**src/common/rob_pkg.sv**
```systemverilog
`default_nettype none

package rob_pkg;

    // Eight entries, so a tag is three bits wide
    localparam int ROB_DEPTH = 8;
    localparam int ROB_TAG_W = $clog2(ROB_DEPTH);
    localparam int DATA_W    = 32;
    localparam int REG_IDX_W = 5;
    localparam int OP_W      = 3;

    typedef logic [DATA_W-1:0]    data_t;
    typedef logic [REG_IDX_W-1:0] reg_idx_t;
    typedef logic [ROB_TAG_W-1:0] rob_tag_t;
    typedef logic [OP_W-1:0]      op_t;

    // Shifts take only the low five bits of b
    localparam op_t OP_ADD = 3'd0;
    localparam op_t OP_SUB = 3'd1;
    localparam op_t OP_AND = 3'd2;
    localparam op_t OP_OR  = 3'd3;
    localparam op_t OP_XOR = 3'd4;
    localparam op_t OP_SLL = 3'd5;
    localparam op_t OP_SRL = 3'd6;
    localparam op_t OP_MUL = 3'd7;

    // Instruction as it arrives on the dispatch stream
    typedef struct packed {
        op_t      op;
        reg_idx_t rdst;
        data_t    a;
        data_t    b;
    } dispatch_req_t;

    // Request toward one execution unit, already carrying its reorder-buffer tag
    typedef struct packed {
        logic     valid;
        op_t      op;
        rob_tag_t tag;
        data_t    a;
        data_t    b;
    } issue_req_t;

    // One common-data-bus port
    typedef struct packed {
        logic     valid;
        rob_tag_t tag;
        data_t    data;
    } cdb_t;

    // Head entry presented to the register file
    typedef struct packed {
        reg_idx_t rdst;
        rob_tag_t tag;
        data_t    data;
    } retire_t;

endpackage

`default_nettype wire

```
**src/decode/op_decode.sv**
```systemverilog
`timescale 1ns/1ps
`default_nettype none

module op_decode (
    input  wire logic                   clk,
    input  wire logic                   i_arst_n,

    // Dispatch stream
    input  wire logic                   i_disp_valid,
    input  wire rob_pkg::dispatch_req_t i_disp,
    output logic                        o_disp_ready,

    // Tag allocation in the reorder buffer
    input  wire logic                   i_rob_full,
    input  wire rob_pkg::rob_tag_t      i_alloc_tag,
    output logic                        o_alloc_valid,
    output rob_pkg::reg_idx_t           o_alloc_rdst,

    // Issue toward the two execution units
    output rob_pkg::issue_req_t         o_alu_issue,
    output rob_pkg::issue_req_t         o_mul_issue
);

    logic              disp_xfer;
    logic              is_mul;
    logic              alu_valid_q;
    logic              mul_valid_q;
    rob_pkg::op_t      op_q;
    rob_pkg::rob_tag_t tag_q;
    rob_pkg::data_t    a_q;
    rob_pkg::data_t    b_q;

    // Ready only looks at buffer state so it never depends on valid
    assign o_disp_ready  = ~i_rob_full;
    assign disp_xfer     = i_disp_valid & o_disp_ready;
    assign is_mul        = (i_disp.op == rob_pkg::OP_MUL);

    assign o_alloc_valid = disp_xfer;
    assign o_alloc_rdst  = i_disp.rdst;

    always_ff @(posedge clk or negedge i_arst_n) begin
        if (!i_arst_n) begin
            alu_valid_q <= 1'b0;
            mul_valid_q <= 1'b0;
        end else begin
            alu_valid_q <= disp_xfer & ~is_mul;
            mul_valid_q <= disp_xfer & is_mul;
        end
    end

    // One payload register serves both units since only one valid is ever set
    always_ff @(posedge clk) begin
        if (disp_xfer) begin
            op_q  <= i_disp.op;
            tag_q <= i_alloc_tag;
            a_q   <= i_disp.a;
            b_q   <= i_disp.b;
        end
    end

    always_comb begin
        o_alu_issue.valid = alu_valid_q;
        o_alu_issue.op    = op_q;
        o_alu_issue.tag   = tag_q;
        o_alu_issue.a     = a_q;
        o_alu_issue.b     = b_q;

        o_mul_issue.valid = mul_valid_q;
        o_mul_issue.op    = op_q;
        o_mul_issue.tag   = tag_q;
        o_mul_issue.a     = a_q;
        o_mul_issue.b     = b_q;
    end

endmodule

`default_nettype wire

```
**src/execute/alu_unit.sv**
```systemverilog
`timescale 1ns/1ps
`default_nettype none

module alu_unit (
    input  wire logic                clk,
    input  wire logic                i_arst_n,

    input  wire rob_pkg::issue_req_t i_issue,

    // Common data bus port 0
    output rob_pkg::cdb_t            o_cdb
);

    logic [4:0]        shamt;
    rob_pkg::data_t    result;
    logic              valid_q;
    rob_pkg::rob_tag_t tag_q;
    rob_pkg::data_t    data_q;

    assign shamt = i_issue.b[4:0];

    always_comb begin
        case (i_issue.op)
            rob_pkg::OP_ADD: result = i_issue.a + i_issue.b;
            rob_pkg::OP_SUB: result = i_issue.a - i_issue.b;
            rob_pkg::OP_AND: result = i_issue.a & i_issue.b;
            rob_pkg::OP_OR:  result = i_issue.a | i_issue.b;
            rob_pkg::OP_XOR: result = i_issue.a ^ i_issue.b;
            rob_pkg::OP_SLL: result = i_issue.a << shamt;
            rob_pkg::OP_SRL: result = i_issue.a >> shamt;
            // Multiplies never reach this unit
            default:         result = '0;
        endcase
    end

    always_ff @(posedge clk or negedge i_arst_n) begin
        if (!i_arst_n) begin
            valid_q <= 1'b0;
        end else begin
            valid_q <= i_issue.valid;
        end
    end

    always_ff @(posedge clk) begin
        if (i_issue.valid) begin
            tag_q  <= i_issue.tag;
            data_q <= result;
        end
    end

    assign o_cdb.valid = valid_q;
    assign o_cdb.tag   = tag_q;
    assign o_cdb.data  = data_q;

endmodule

`default_nettype wire

```
**src/execute/mul_unit.sv**
```systemverilog
`timescale 1ns/1ps
`default_nettype none

module mul_unit #(
    parameter int P_MUL_STAGES = 3
) (
    input  wire logic                clk,
    input  wire logic                i_arst_n,

    input  wire rob_pkg::issue_req_t i_issue,

    // Common data bus port 1
    output rob_pkg::cdb_t            o_cdb
);

    rob_pkg::data_t    pp_d [4];
    rob_pkg::data_t    pp_q [4];
    logic              valid_q [1:P_MUL_STAGES];
    rob_pkg::rob_tag_t tag_q [1:P_MUL_STAGES];
    rob_pkg::data_t    data_q [2:P_MUL_STAGES];

    // Each byte of b times a is moved to its weight and cut to the low 32 bits
    always_comb begin
        logic [39:0] part;
        for (int k = 0; k < 4; k++) begin
            part    = 40'(i_issue.a) * 40'(i_issue.b[8*k +: 8]);
            pp_d[k] = rob_pkg::data_t'(part << (8 * k));
        end
    end

    // Valid travels alongside every stage
    always_ff @(posedge clk or negedge i_arst_n) begin
        if (!i_arst_n) begin
            for (int s = 1; s <= P_MUL_STAGES; s++) begin
                valid_q[s] <= 1'b0;
            end
        end else begin
            valid_q[1] <= i_issue.valid;
            for (int s = 2; s <= P_MUL_STAGES; s++) begin
                valid_q[s] <= valid_q[s-1];
            end
        end
    end

    always_ff @(posedge clk) begin
        // Stage 1 holds the partial products
        for (int k = 0; k < 4; k++) begin
            pp_q[k] <= pp_d[k];
        end
        tag_q[1] <= i_issue.tag;

        // Stage 2 adds them up
        data_q[2] <= pp_q[0] + pp_q[1] + pp_q[2] + pp_q[3];
        tag_q[2]  <= tag_q[1];

        // Any further stages just carry the product along
        for (int s = 3; s <= P_MUL_STAGES; s++) begin
            data_q[s] <= data_q[s-1];
            tag_q[s]  <= tag_q[s-1];
        end
    end

    assign o_cdb.valid = valid_q[P_MUL_STAGES];
    assign o_cdb.tag   = tag_q[P_MUL_STAGES];
    assign o_cdb.data  = data_q[P_MUL_STAGES];

endmodule

`default_nettype wire

```
**src/result/reorder_buffer.sv**
```systemverilog
`timescale 1ns/1ps
`default_nettype none

module reorder_buffer (
    input  wire logic              clk,
    input  wire logic              i_arst_n,

    // Allocation at the tail
    input  wire logic              i_alloc_valid,
    input  wire rob_pkg::reg_idx_t i_alloc_rdst,
    output rob_pkg::rob_tag_t      o_alloc_tag,
    output logic                   o_full,

    // Completion from both bus ports
    input  wire rob_pkg::cdb_t     i_cdb_alu,
    input  wire rob_pkg::cdb_t     i_cdb_mul,

    // In-order retire toward the register file
    output logic                   o_ret_valid,
    output rob_pkg::retire_t       o_ret,
    input  wire logic              i_ret_ready
);

    localparam int CNT_W = $clog2(rob_pkg::ROB_DEPTH + 1);

    logic [rob_pkg::ROB_DEPTH-1:0] ent_valid;
    logic [rob_pkg::ROB_DEPTH-1:0] ent_done;
    rob_pkg::reg_idx_t             ent_rdst [rob_pkg::ROB_DEPTH];
    rob_pkg::data_t                ent_data [rob_pkg::ROB_DEPTH];

    rob_pkg::rob_tag_t head_q;
    rob_pkg::rob_tag_t tail_q;
    logic [CNT_W-1:0]  count_q;
    logic              alloc;
    logic              retire;

    assign o_full      = (count_q == CNT_W'(rob_pkg::ROB_DEPTH));
    assign o_alloc_tag = tail_q;

    // No entry is allocated while the buffer is full
    assign alloc  = i_alloc_valid & ~o_full;
    assign retire = o_ret_valid & i_ret_ready;

    // Retire shows the head entry straight from its state
    assign o_ret_valid = ent_valid[head_q] & ent_done[head_q];
    assign o_ret.rdst  = ent_rdst[head_q];
    assign o_ret.tag   = head_q;
    assign o_ret.data  = ent_data[head_q];

    always_ff @(posedge clk or negedge i_arst_n) begin
        if (!i_arst_n) begin
            head_q  <= '0;
            tail_q  <= '0;
            count_q <= '0;
        end else begin
            if (alloc) begin
                tail_q <= tail_q + 1'b1;
            end
            if (retire) begin
                head_q <= head_q + 1'b1;
            end
            case ({alloc, retire})
                2'b10:   count_q <= count_q + 1'b1;
                2'b01:   count_q <= count_q - 1'b1;
                default: count_q <= count_q;
            endcase
        end
    end

    // Head and tail only coincide when empty or full, so alloc and retire never
    // touch the same entry on one edge
    always_ff @(posedge clk or negedge i_arst_n) begin
        if (!i_arst_n) begin
            ent_valid <= '0;
            ent_done  <= '0;
        end else begin
            for (int i = 0; i < rob_pkg::ROB_DEPTH; i++) begin
                if (retire && head_q == rob_pkg::rob_tag_t'(i)) begin
                    ent_valid[i] <= 1'b0;
                    ent_done[i]  <= 1'b0;
                end else if (alloc && tail_q == rob_pkg::rob_tag_t'(i)) begin
                    ent_valid[i] <= 1'b1;
                    ent_done[i]  <= 1'b0;
                end else if ((i_cdb_alu.valid && i_cdb_alu.tag == rob_pkg::rob_tag_t'(i)) ||
                             (i_cdb_mul.valid && i_cdb_mul.tag == rob_pkg::rob_tag_t'(i))) begin
                    ent_done[i] <= 1'b1;
                end
            end
        end
    end

    // The two ports always carry different tags when both are valid
    always_ff @(posedge clk) begin
        for (int i = 0; i < rob_pkg::ROB_DEPTH; i++) begin
            if (alloc && tail_q == rob_pkg::rob_tag_t'(i)) begin
                ent_rdst[i] <= i_alloc_rdst;
            end
            if (i_cdb_alu.valid && i_cdb_alu.tag == rob_pkg::rob_tag_t'(i)) begin
                ent_data[i] <= i_cdb_alu.data;
            end else if (i_cdb_mul.valid && i_cdb_mul.tag == rob_pkg::rob_tag_t'(i)) begin
                ent_data[i] <= i_cdb_mul.data;
            end
        end
    end

endmodule

`default_nettype wire

```
**src/logic/ooo_core_top.sv**
```systemverilog
`timescale 1ns/1ps
`default_nettype none

module ooo_core_top #(
    parameter int P_MUL_STAGES = 3
) (
    input  wire logic                   clk,
    input  wire logic                   i_arst_n,

    // Dispatch stream in program order
    input  wire logic                   i_disp_valid,
    input  wire rob_pkg::dispatch_req_t i_disp,
    output logic                        o_disp_ready,

    // Retire stream toward the register file
    output logic                        o_ret_valid,
    output rob_pkg::retire_t            o_ret,
    input  wire logic                   i_ret_ready
);

    logic                rob_full;
    rob_pkg::rob_tag_t   alloc_tag;
    logic                alloc_valid;
    rob_pkg::reg_idx_t   alloc_rdst;
    rob_pkg::issue_req_t alu_issue;
    rob_pkg::issue_req_t mul_issue;
    rob_pkg::cdb_t       cdb_alu;
    rob_pkg::cdb_t       cdb_mul;

    op_decode u_op_decode (
        .clk           (clk),
        .i_arst_n      (i_arst_n),
        .i_disp_valid  (i_disp_valid),
        .i_disp        (i_disp),
        .o_disp_ready  (o_disp_ready),
        .i_rob_full    (rob_full),
        .i_alloc_tag   (alloc_tag),
        .o_alloc_valid (alloc_valid),
        .o_alloc_rdst  (alloc_rdst),
        .o_alu_issue   (alu_issue),
        .o_mul_issue   (mul_issue)
    );

    alu_unit u_alu_unit (
        .clk      (clk),
        .i_arst_n (i_arst_n),
        .i_issue  (alu_issue),
        .o_cdb    (cdb_alu)
    );

    mul_unit #(
        .P_MUL_STAGES (P_MUL_STAGES)
    ) u_mul_unit (
        .clk      (clk),
        .i_arst_n (i_arst_n),
        .i_issue  (mul_issue),
        .o_cdb    (cdb_mul)
    );

    reorder_buffer u_reorder_buffer (
        .clk           (clk),
        .i_arst_n      (i_arst_n),
        .i_alloc_valid (alloc_valid),
        .i_alloc_rdst  (alloc_rdst),
        .o_alloc_tag   (alloc_tag),
        .o_full        (rob_full),
        .i_cdb_alu     (cdb_alu),
        .i_cdb_mul     (cdb_mul),
        .o_ret_valid   (o_ret_valid),
        .o_ret         (o_ret),
        .i_ret_ready   (i_ret_ready)
    );

endmodule

`default_nettype wire

```
**config.mk**
```make
export PLATFORM = sky130hd
export DESIGN_NAME = ooo_core_top
export DESIGN_NICKNAME = d
export VERILOG_FILES = /design/src/common/rob_pkg.sv /design/src/decode/op_decode.sv /design/src/execute/alu_unit.sv /design/src/execute/mul_unit.sv /design/src/result/reorder_buffer.sv /design/src/logic/ooo_core_top.sv
export SDC_FILE = /design/constraint.sdc
export NUM_CORES = 2
export LEC_CHECK = 0
export ABC_AREA = 1
export BUFFER_PORTS_ARGS = -buffer_cell sky130_fd_sc_hd__buf_2
export CAP_MARGIN = 20
export CELL_PAD_IN_SITES_DETAIL_PLACEMENT = 1
export CELL_PAD_IN_SITES_GLOBAL_PLACEMENT = 1
export CORE_MARGIN = 4
export CORE_UTILIZATION = 45
export CTS_CLUSTER_DIAMETER = 40
export DETAILED_ROUTE_END_ITERATION = 16
export PLACE_DENSITY_LB_ADDON = 0.1
export SLEW_MARGIN = 25
export SYNTH_ARGS = -nofsm -noshare
export SYNTH_HDL_FRONTEND = slang
export SYNTH_HIERARCHICAL = 1
export SYNTH_SLANG_ARGS = --single-unit
```
**constraint.sdc**
```tcl
create_clock -name clk -period 8.94 [get_ports clk]
set_input_delay 1.341 -clock clk [delete_from_list [all_inputs] [get_ports clk]]
set_output_delay 1.341 -clock clk [all_outputs]
set_load 0.01 [all_outputs]
```
# --- Yosys cells after proc, flatten, opt, wreduce, memory -nomap -nowiden ---
# Memories as Yosys holds them, arrays and structs flattened.
# Index checks and enable logic that the tools add are counted.
# W data, S select, Z words.
totals:
  register_bits: 137
  mem_bits_rw: 497
  inputBits: 76
  word_cells: 309
  mem_count: 5
memory_table:
  columns: ["memory", "depth", "word_bits", "rd", "rd_ports_with_merged_regs", "wr", "line", "source"]
  rows:
  - ["u_reorder_buffer.ent_data", 8, 32, 1, 0, 8, "reorder_buffer.sv:29", "rob_pkg::data_t ent_data [rob_pkg::ROB_DEPTH];"]
  - ["u_mul_unit.pp_q", 4, 32, 4, 0, 4, "mul_unit.sv:17", "rob_pkg::data_t pp_q [4];"]
  - ["u_mul_unit.data_q", 2, 32, 2, 0, 2, "mul_unit.sv:20", "rob_pkg::data_t data_q [2:P_MUL_STAGES];"]
  - ["u_reorder_buffer.ent_rdst", 8, 5, 1, 0, 1, "reorder_buffer.sv:28", "rob_pkg::reg_idx_t ent_rdst [rob_pkg::ROB_DEPTH];"]
  - ["u_mul_unit.tag_q", 3, 3, 3, 0, 3, "mul_unit.sv:19", "rob_pkg::rob_tag_t tag_q [1:P_MUL_STAGES];"]
op_classes:
  add_sub_neg: 9
  mul: 4
  n_lt_le_gt_ge: 1
  n_eq_ne: 38
  shifts: 2
  mux: 131
  n_bitwise: 19
  reduce_logical: 69
ops:
  columns: ["operator", "n"]
  rows:
  - ["$mux W32", 8]
  - ["$pmux W32 S7", 1]
  - ["$add A32 B32 Y32", 4]
  - ["$mux W1", 105]
  - ["$eq A3 B3 Y1 const B", 20]
  - ["$mux W5", 7]
  - ["$reduce_or A5 Y1", 7]
  - ["$and A32 B32 Y32", 1]
  - ["$logic_and A1 B1 Y1", 32]
  - ["$mul A32 B8 Y16", 1]
  - ["$mul A32 B8 Y24", 1]
  - ["$mul A32 B8 Y32", 1]
  - ["$mul A32 B8 Y8", 1]
  - ["$or A32 B32 Y32", 1]
  - ["$shl A32 B5 Y32", 1]
  - ["$shr A32 B5 Y32", 1]
  - ["$sub A32 B32 Y32", 1]
  - ["$xor A32 B32 Y32", 1]
  - ["$eq A3 B2 Y1 const B", 10]
  - ["$reduce_bool A3 Y1", 8]
  - ["$mux W3", 7]
  - ["$reduce_bool A2 Y1", 9]
  - ["$eq A3 B1 Y1 const B", 5]
  - ["$logic_not A3 Y1", 5]
  - ["13 further kinds", 35]

# --- Logic depth before layout (Yosys ltp) ---
depth:
  word_depth: 15
  mapped_depth: 27
  mapped_depth_nobuf: 24

# --- Hierarchy ---
# The synthesis kept the hierarchy.
by_module_without_submodules:
  columns: ["mod", "n_inst", "cells_each", "area_per_inst_um2", "seq_area_each_um2"]
  rows:
  - ["mul_unit", 1, 2966, 22083.7, 3138.0]
  - ["reorder_buffer", 1, 1709, 15843.9, 9539.1]
  - ["alu_unit", 1, 1708, 9415.3, 1076.0]
  - ["op_decode", 1, 157, 2763.9, 2152.1]

# --- Least setup slack after synthesis ---
# OpenSTA, ideal clock, no wires.
synth_path:
  path_type: "input port to flip-flop"
  startpoint: "input i_disp_valid"
  endpoint: "register u_reorder_buffer.count_q[3]"
  setup_ns: 0.121
  arrival_time_ns: 4.797
  t_required_ns: 8.819
  slack_ns: 4.022
  path_stages: 12
  path_cell_list: "inv_1 nor2_2 clkbuf_1 nand2_2 ha_1 ha_1 a21oi_1 nand2_1 a21oi_1 o21ai_0 nand2_1 nand2_1"
synth_between:
  elab_chain_len: 4
  elab_cells_between_ends: 6
  cone_classes: "2 x eq/ne; 1 x mux; 2 x bitwise; 1 x reduce/logical"
synth_lines:
  columns: ["element", "line", "source"]
  rows:
  - ["start: declaration", "ooo_core_top.sv:11", "input wire logic i_disp_valid,"]
  - ["$and A1 B1 Y1 *", "op_decode.sv:35", "assign disp_xfer = i_disp_valid & o_disp_ready;"]
  - ["named net alloc_valid", "ooo_core_top.sv:23", "logic alloc_valid;"]
  - ["$and A1 B1 Y1 *", "reorder_buffer.sv:41", "assign alloc = i_alloc_valid & ~o_full;"]
  - ["$eq A2 B1 Y1 / $eq A2 B2 Y1 (equally long branches)", "reorder_buffer.sv:62", "case ({alloc, retire})"]
  - ["$pmux W4 S2 / $reduce_bool A2 Y1 (equally long branches)", null, null]
  - ["end signal: assignment", "reorder_buffer.sv:63", "2'b10: count_q <= count_q + 1'b1;"]
  - ["end signal: assignment", "reorder_buffer.sv:64", "2'b01: count_q <= count_q - 1'b1;"]
  - ["end signal: assignment", "reorder_buffer.sv:65", "default: count_q <= count_q;"]
  - ["end: declaration", "reorder_buffer.sv:33", "logic [CNT_W-1:0] count_q;"]
# Mark *: on every way through the listed nets, which the timed path passes. The rest lies on a longest branch.
# A chain may end at the register's enable or synchronous reset.

==> summary.txt <==
Status
  • Outcome: finished, final reports clean

Timing
  • Period Utilization, post-route: 0.5723
  • Tmin final: 5.117 ns
  • FMAX: 0.1954 GHz
  • Fin Setup TNS: 0 ns
  • Final hold slack: about 0.31 ns
  • Slew headroom: 0.2942
  • Measured slew at the worst slew-check pin: 1.059 ns
  • Slew Limit Fails: 0
  • RSZ-0062 raised after global routing: false
  • Clock skew: 0.04331 ns
  • Final hold vios: 0
  • # setup viols final: 0

Final layout
  • Most common cell after layout, fill and taps aside: nand2_1
  • Share of cells above drive strength 1: 0.07324
  • Layout Utilization: 0.4936
  • Synthesis-to-finish area growth: 8.911%
  • Nets@finish: between 7,000 and 8,000
  • Most frequent cells in the layout: nand2_1, inv_1, o21ai_0, nand3_1, edfxtp_1

CTS
  • Clock Tree Buf Depth: 3
  • Clk Latency, worst-skew pair: between 0.6 and 0.7 ns
  • CTS sink cnt: 586
  • CTS Hold Bufs: 0
  • Post-CTS setup buffer count: 0
  • CTS Root Cell: clkbuf_16
  • CTS tree: built
  • H-Tree Depth: 3
  • CTS clock-pin slew for the worst setup and hold paths: 0.05 ns
  • Clock buffer count from CTS: roughly 100
  • Cts repair resizes: 0

Pwr
  • Peak supply drop: about 0.33 mV
  • P per Cell Area: approximately 460 mW/mm^2
  • P_leak: 28.11 nW

Worst hold path
  • Hold crit path type: register to register
  • Hold depth: 0

Drt
  • DRC viols: 0
  • Routed WL: 182,500 um
  • Post-DR vias/cell: ~5.5
  • Drt pass-1 iters: 5
  • Routed wire per std cell: around 23 um
  • DRT antenna net count: 0
  • Routed vias: between 40,000 and 50,000
  • DR iter-0 viols: just over 3,000

Setup path
  • Critical path type: register to output port
  • Worst Setup End Kind: output port
  • Crit-path max FO: 88
  • Worst reg2reg path depth: 14
  • CP startpoint kind: register
  • Required @ worst endpoint: 7.60 ns
  • Crit path arrival time: 3.78 ns

GRT
  • Total GRT Usage: 0.3122
  • Vias in the first global route: 46,828
  • First-pass GRT wire length: 279,100 um
  • Grt ovf: 0
  • Pin count of the biggest net entering global routing: 89
  • Antenna violations before repair: 5

Floorplan
  • Die X: ~340 um
  • Rows: approximately 120
  • Core ar.: roughly 0.11 mm^2
  • Die ar.: around 0.12 mm^2
  • Die height: 341.6 um
  • Starting Density: 0.4532
  • Top Ports: between 100 and 150

Logic synthesis
  • Syn Nets: around 7,200
  • Warnings from Yosys: 6
  • Synthesized area: ~0.05 mm^2
  • Post-Syn Instances: between 6,000 and 7,000
  • Mapped Avg Cell Area: between 7 and 8 um^2

Place
  • Number of buffers added on ports: ~120
  • Placed wire-length estimate: ~130,000 um
  • GPL Wtd Cong: 0.9517

Job
  • Max_cap viols: 0
==> report_power, final <==
part	internal [mW]	switching [mW]	leakage (nW)	total (mW)
Clock	2.38	1.53	1.69	3.92
Combinational	5.49	11.1	21.0	16.6
Sequential	3.84	0.590	5.39	4.43
==> sequential cells by signal, summed over array words and instances (netlist names) <==
| register | count |
|---|---|
| u_mul_unit/valid_q | 2 |
| u_mul_unit/tag_q | 9 |
| u_op_decode/tag_q | 3 |
| u_reorder_buffer/count_q | 4 |
| u_reorder_buffer/ent_valid | 8 |
| u_op_decode/op_q | 3 |
| u_op_decode/alu_valid_q | 1 |
| u_reorder_buffer/ent_rdst | 40 |
| u_alu_unit/data_q | 32 |
| u_reorder_buffer/head_q | 3 |
| u_mul_unit/pp_q | 80 |
| u_op_decode/a_q | 32 |
| u_reorder_buffer/o_alloc_tag | 3 |
| u_alu_unit/tag_q | 3 |
| u_reorder_buffer/ent_done | 8 |
| u_mul_unit/data_q | 64 |
| u_alu_unit/valid_q | 1 |
| u_reorder_buffer/ent_data | 256 |
| u_mul_unit/o_cdb | 1 |
| u_op_decode/mul_valid_q | 1 |
| u_op_decode/b_q | 32 |
==> through the flow <==
| stage | cells | total power, mW | setup slack [ns] | area [um^2] |
|---|---|---|---|---|
| after detailed placement | 7799 | 20.75 | 4.081 | 51050 |
| after global placement | 7798 | 20.39 | 4.151 | 51040 |
| after floorplan | 6537 | 15.55 | 4.022 | 50080 |
| after CTS | 7987 | 24.88 | 3.811 | 54540 |
| final | 7989 | 24.90 | 3.823 | 54550 |
| after global routing | 7987 | 27.14 | 3.577 | 54540 |
==> cell type report <==
class | count | area [um^2]
diodes | 2 | 5.005
clock buffers | 117 | 2713
fillers | 13651 | 55970
multi-input cells | 4410 | 27870
clock inverters | 71 | 778.2
repair buffers | 201 | 1220
inverters | 1114 | 4185
flip-flops and latches | 586 | 15910
well taps | 1488 | 1862
==> layer usage <==
layer  vias up  GRT usage  wire length [um]
li1      20222          -                 -
met1     21859     0.4114             77750
met2      1338     0.5339             87570
met3       295    0.03742             10940
met4         4     0.1061              6189
met5         -          0                32
==> worst max-delay path, cell delays in order, from the launching register on <==
cell and delay (ns):
dfrtp_4 0.69, inv_4 0.65, buf_4 0.82, o21ai_0 0.20, o22ai_1 0.16, nand2_1 0.09, nand2_1 0.16, buf_2 0.16
==> final timing paths <==
path                                             from  slack (ns)                      endpoint
max                        u_reorder_buffer/head_q[0]        3.82                     o_ret[15]
min                           u_mul_unit/data_q[1][2]        0.31      u_mul_unit/data_q[1][34]
min reg2reg                   u_mul_unit/data_q[1][2]        0.31      u_mul_unit/data_q[1][34]
max reg2reg                       u_op_decode/a_q[18]        4.07        u_mul_unit/pp_q[0][24]
max in group asynchronous                    i_arst_n        7.61    u_reorder_buffer/head_q[0]
min in group asynchronous                    i_arst_n        0.74  u_reorder_buffer/ent_done[7]
No activity file was read; power rests on OpenSTA's default activity.
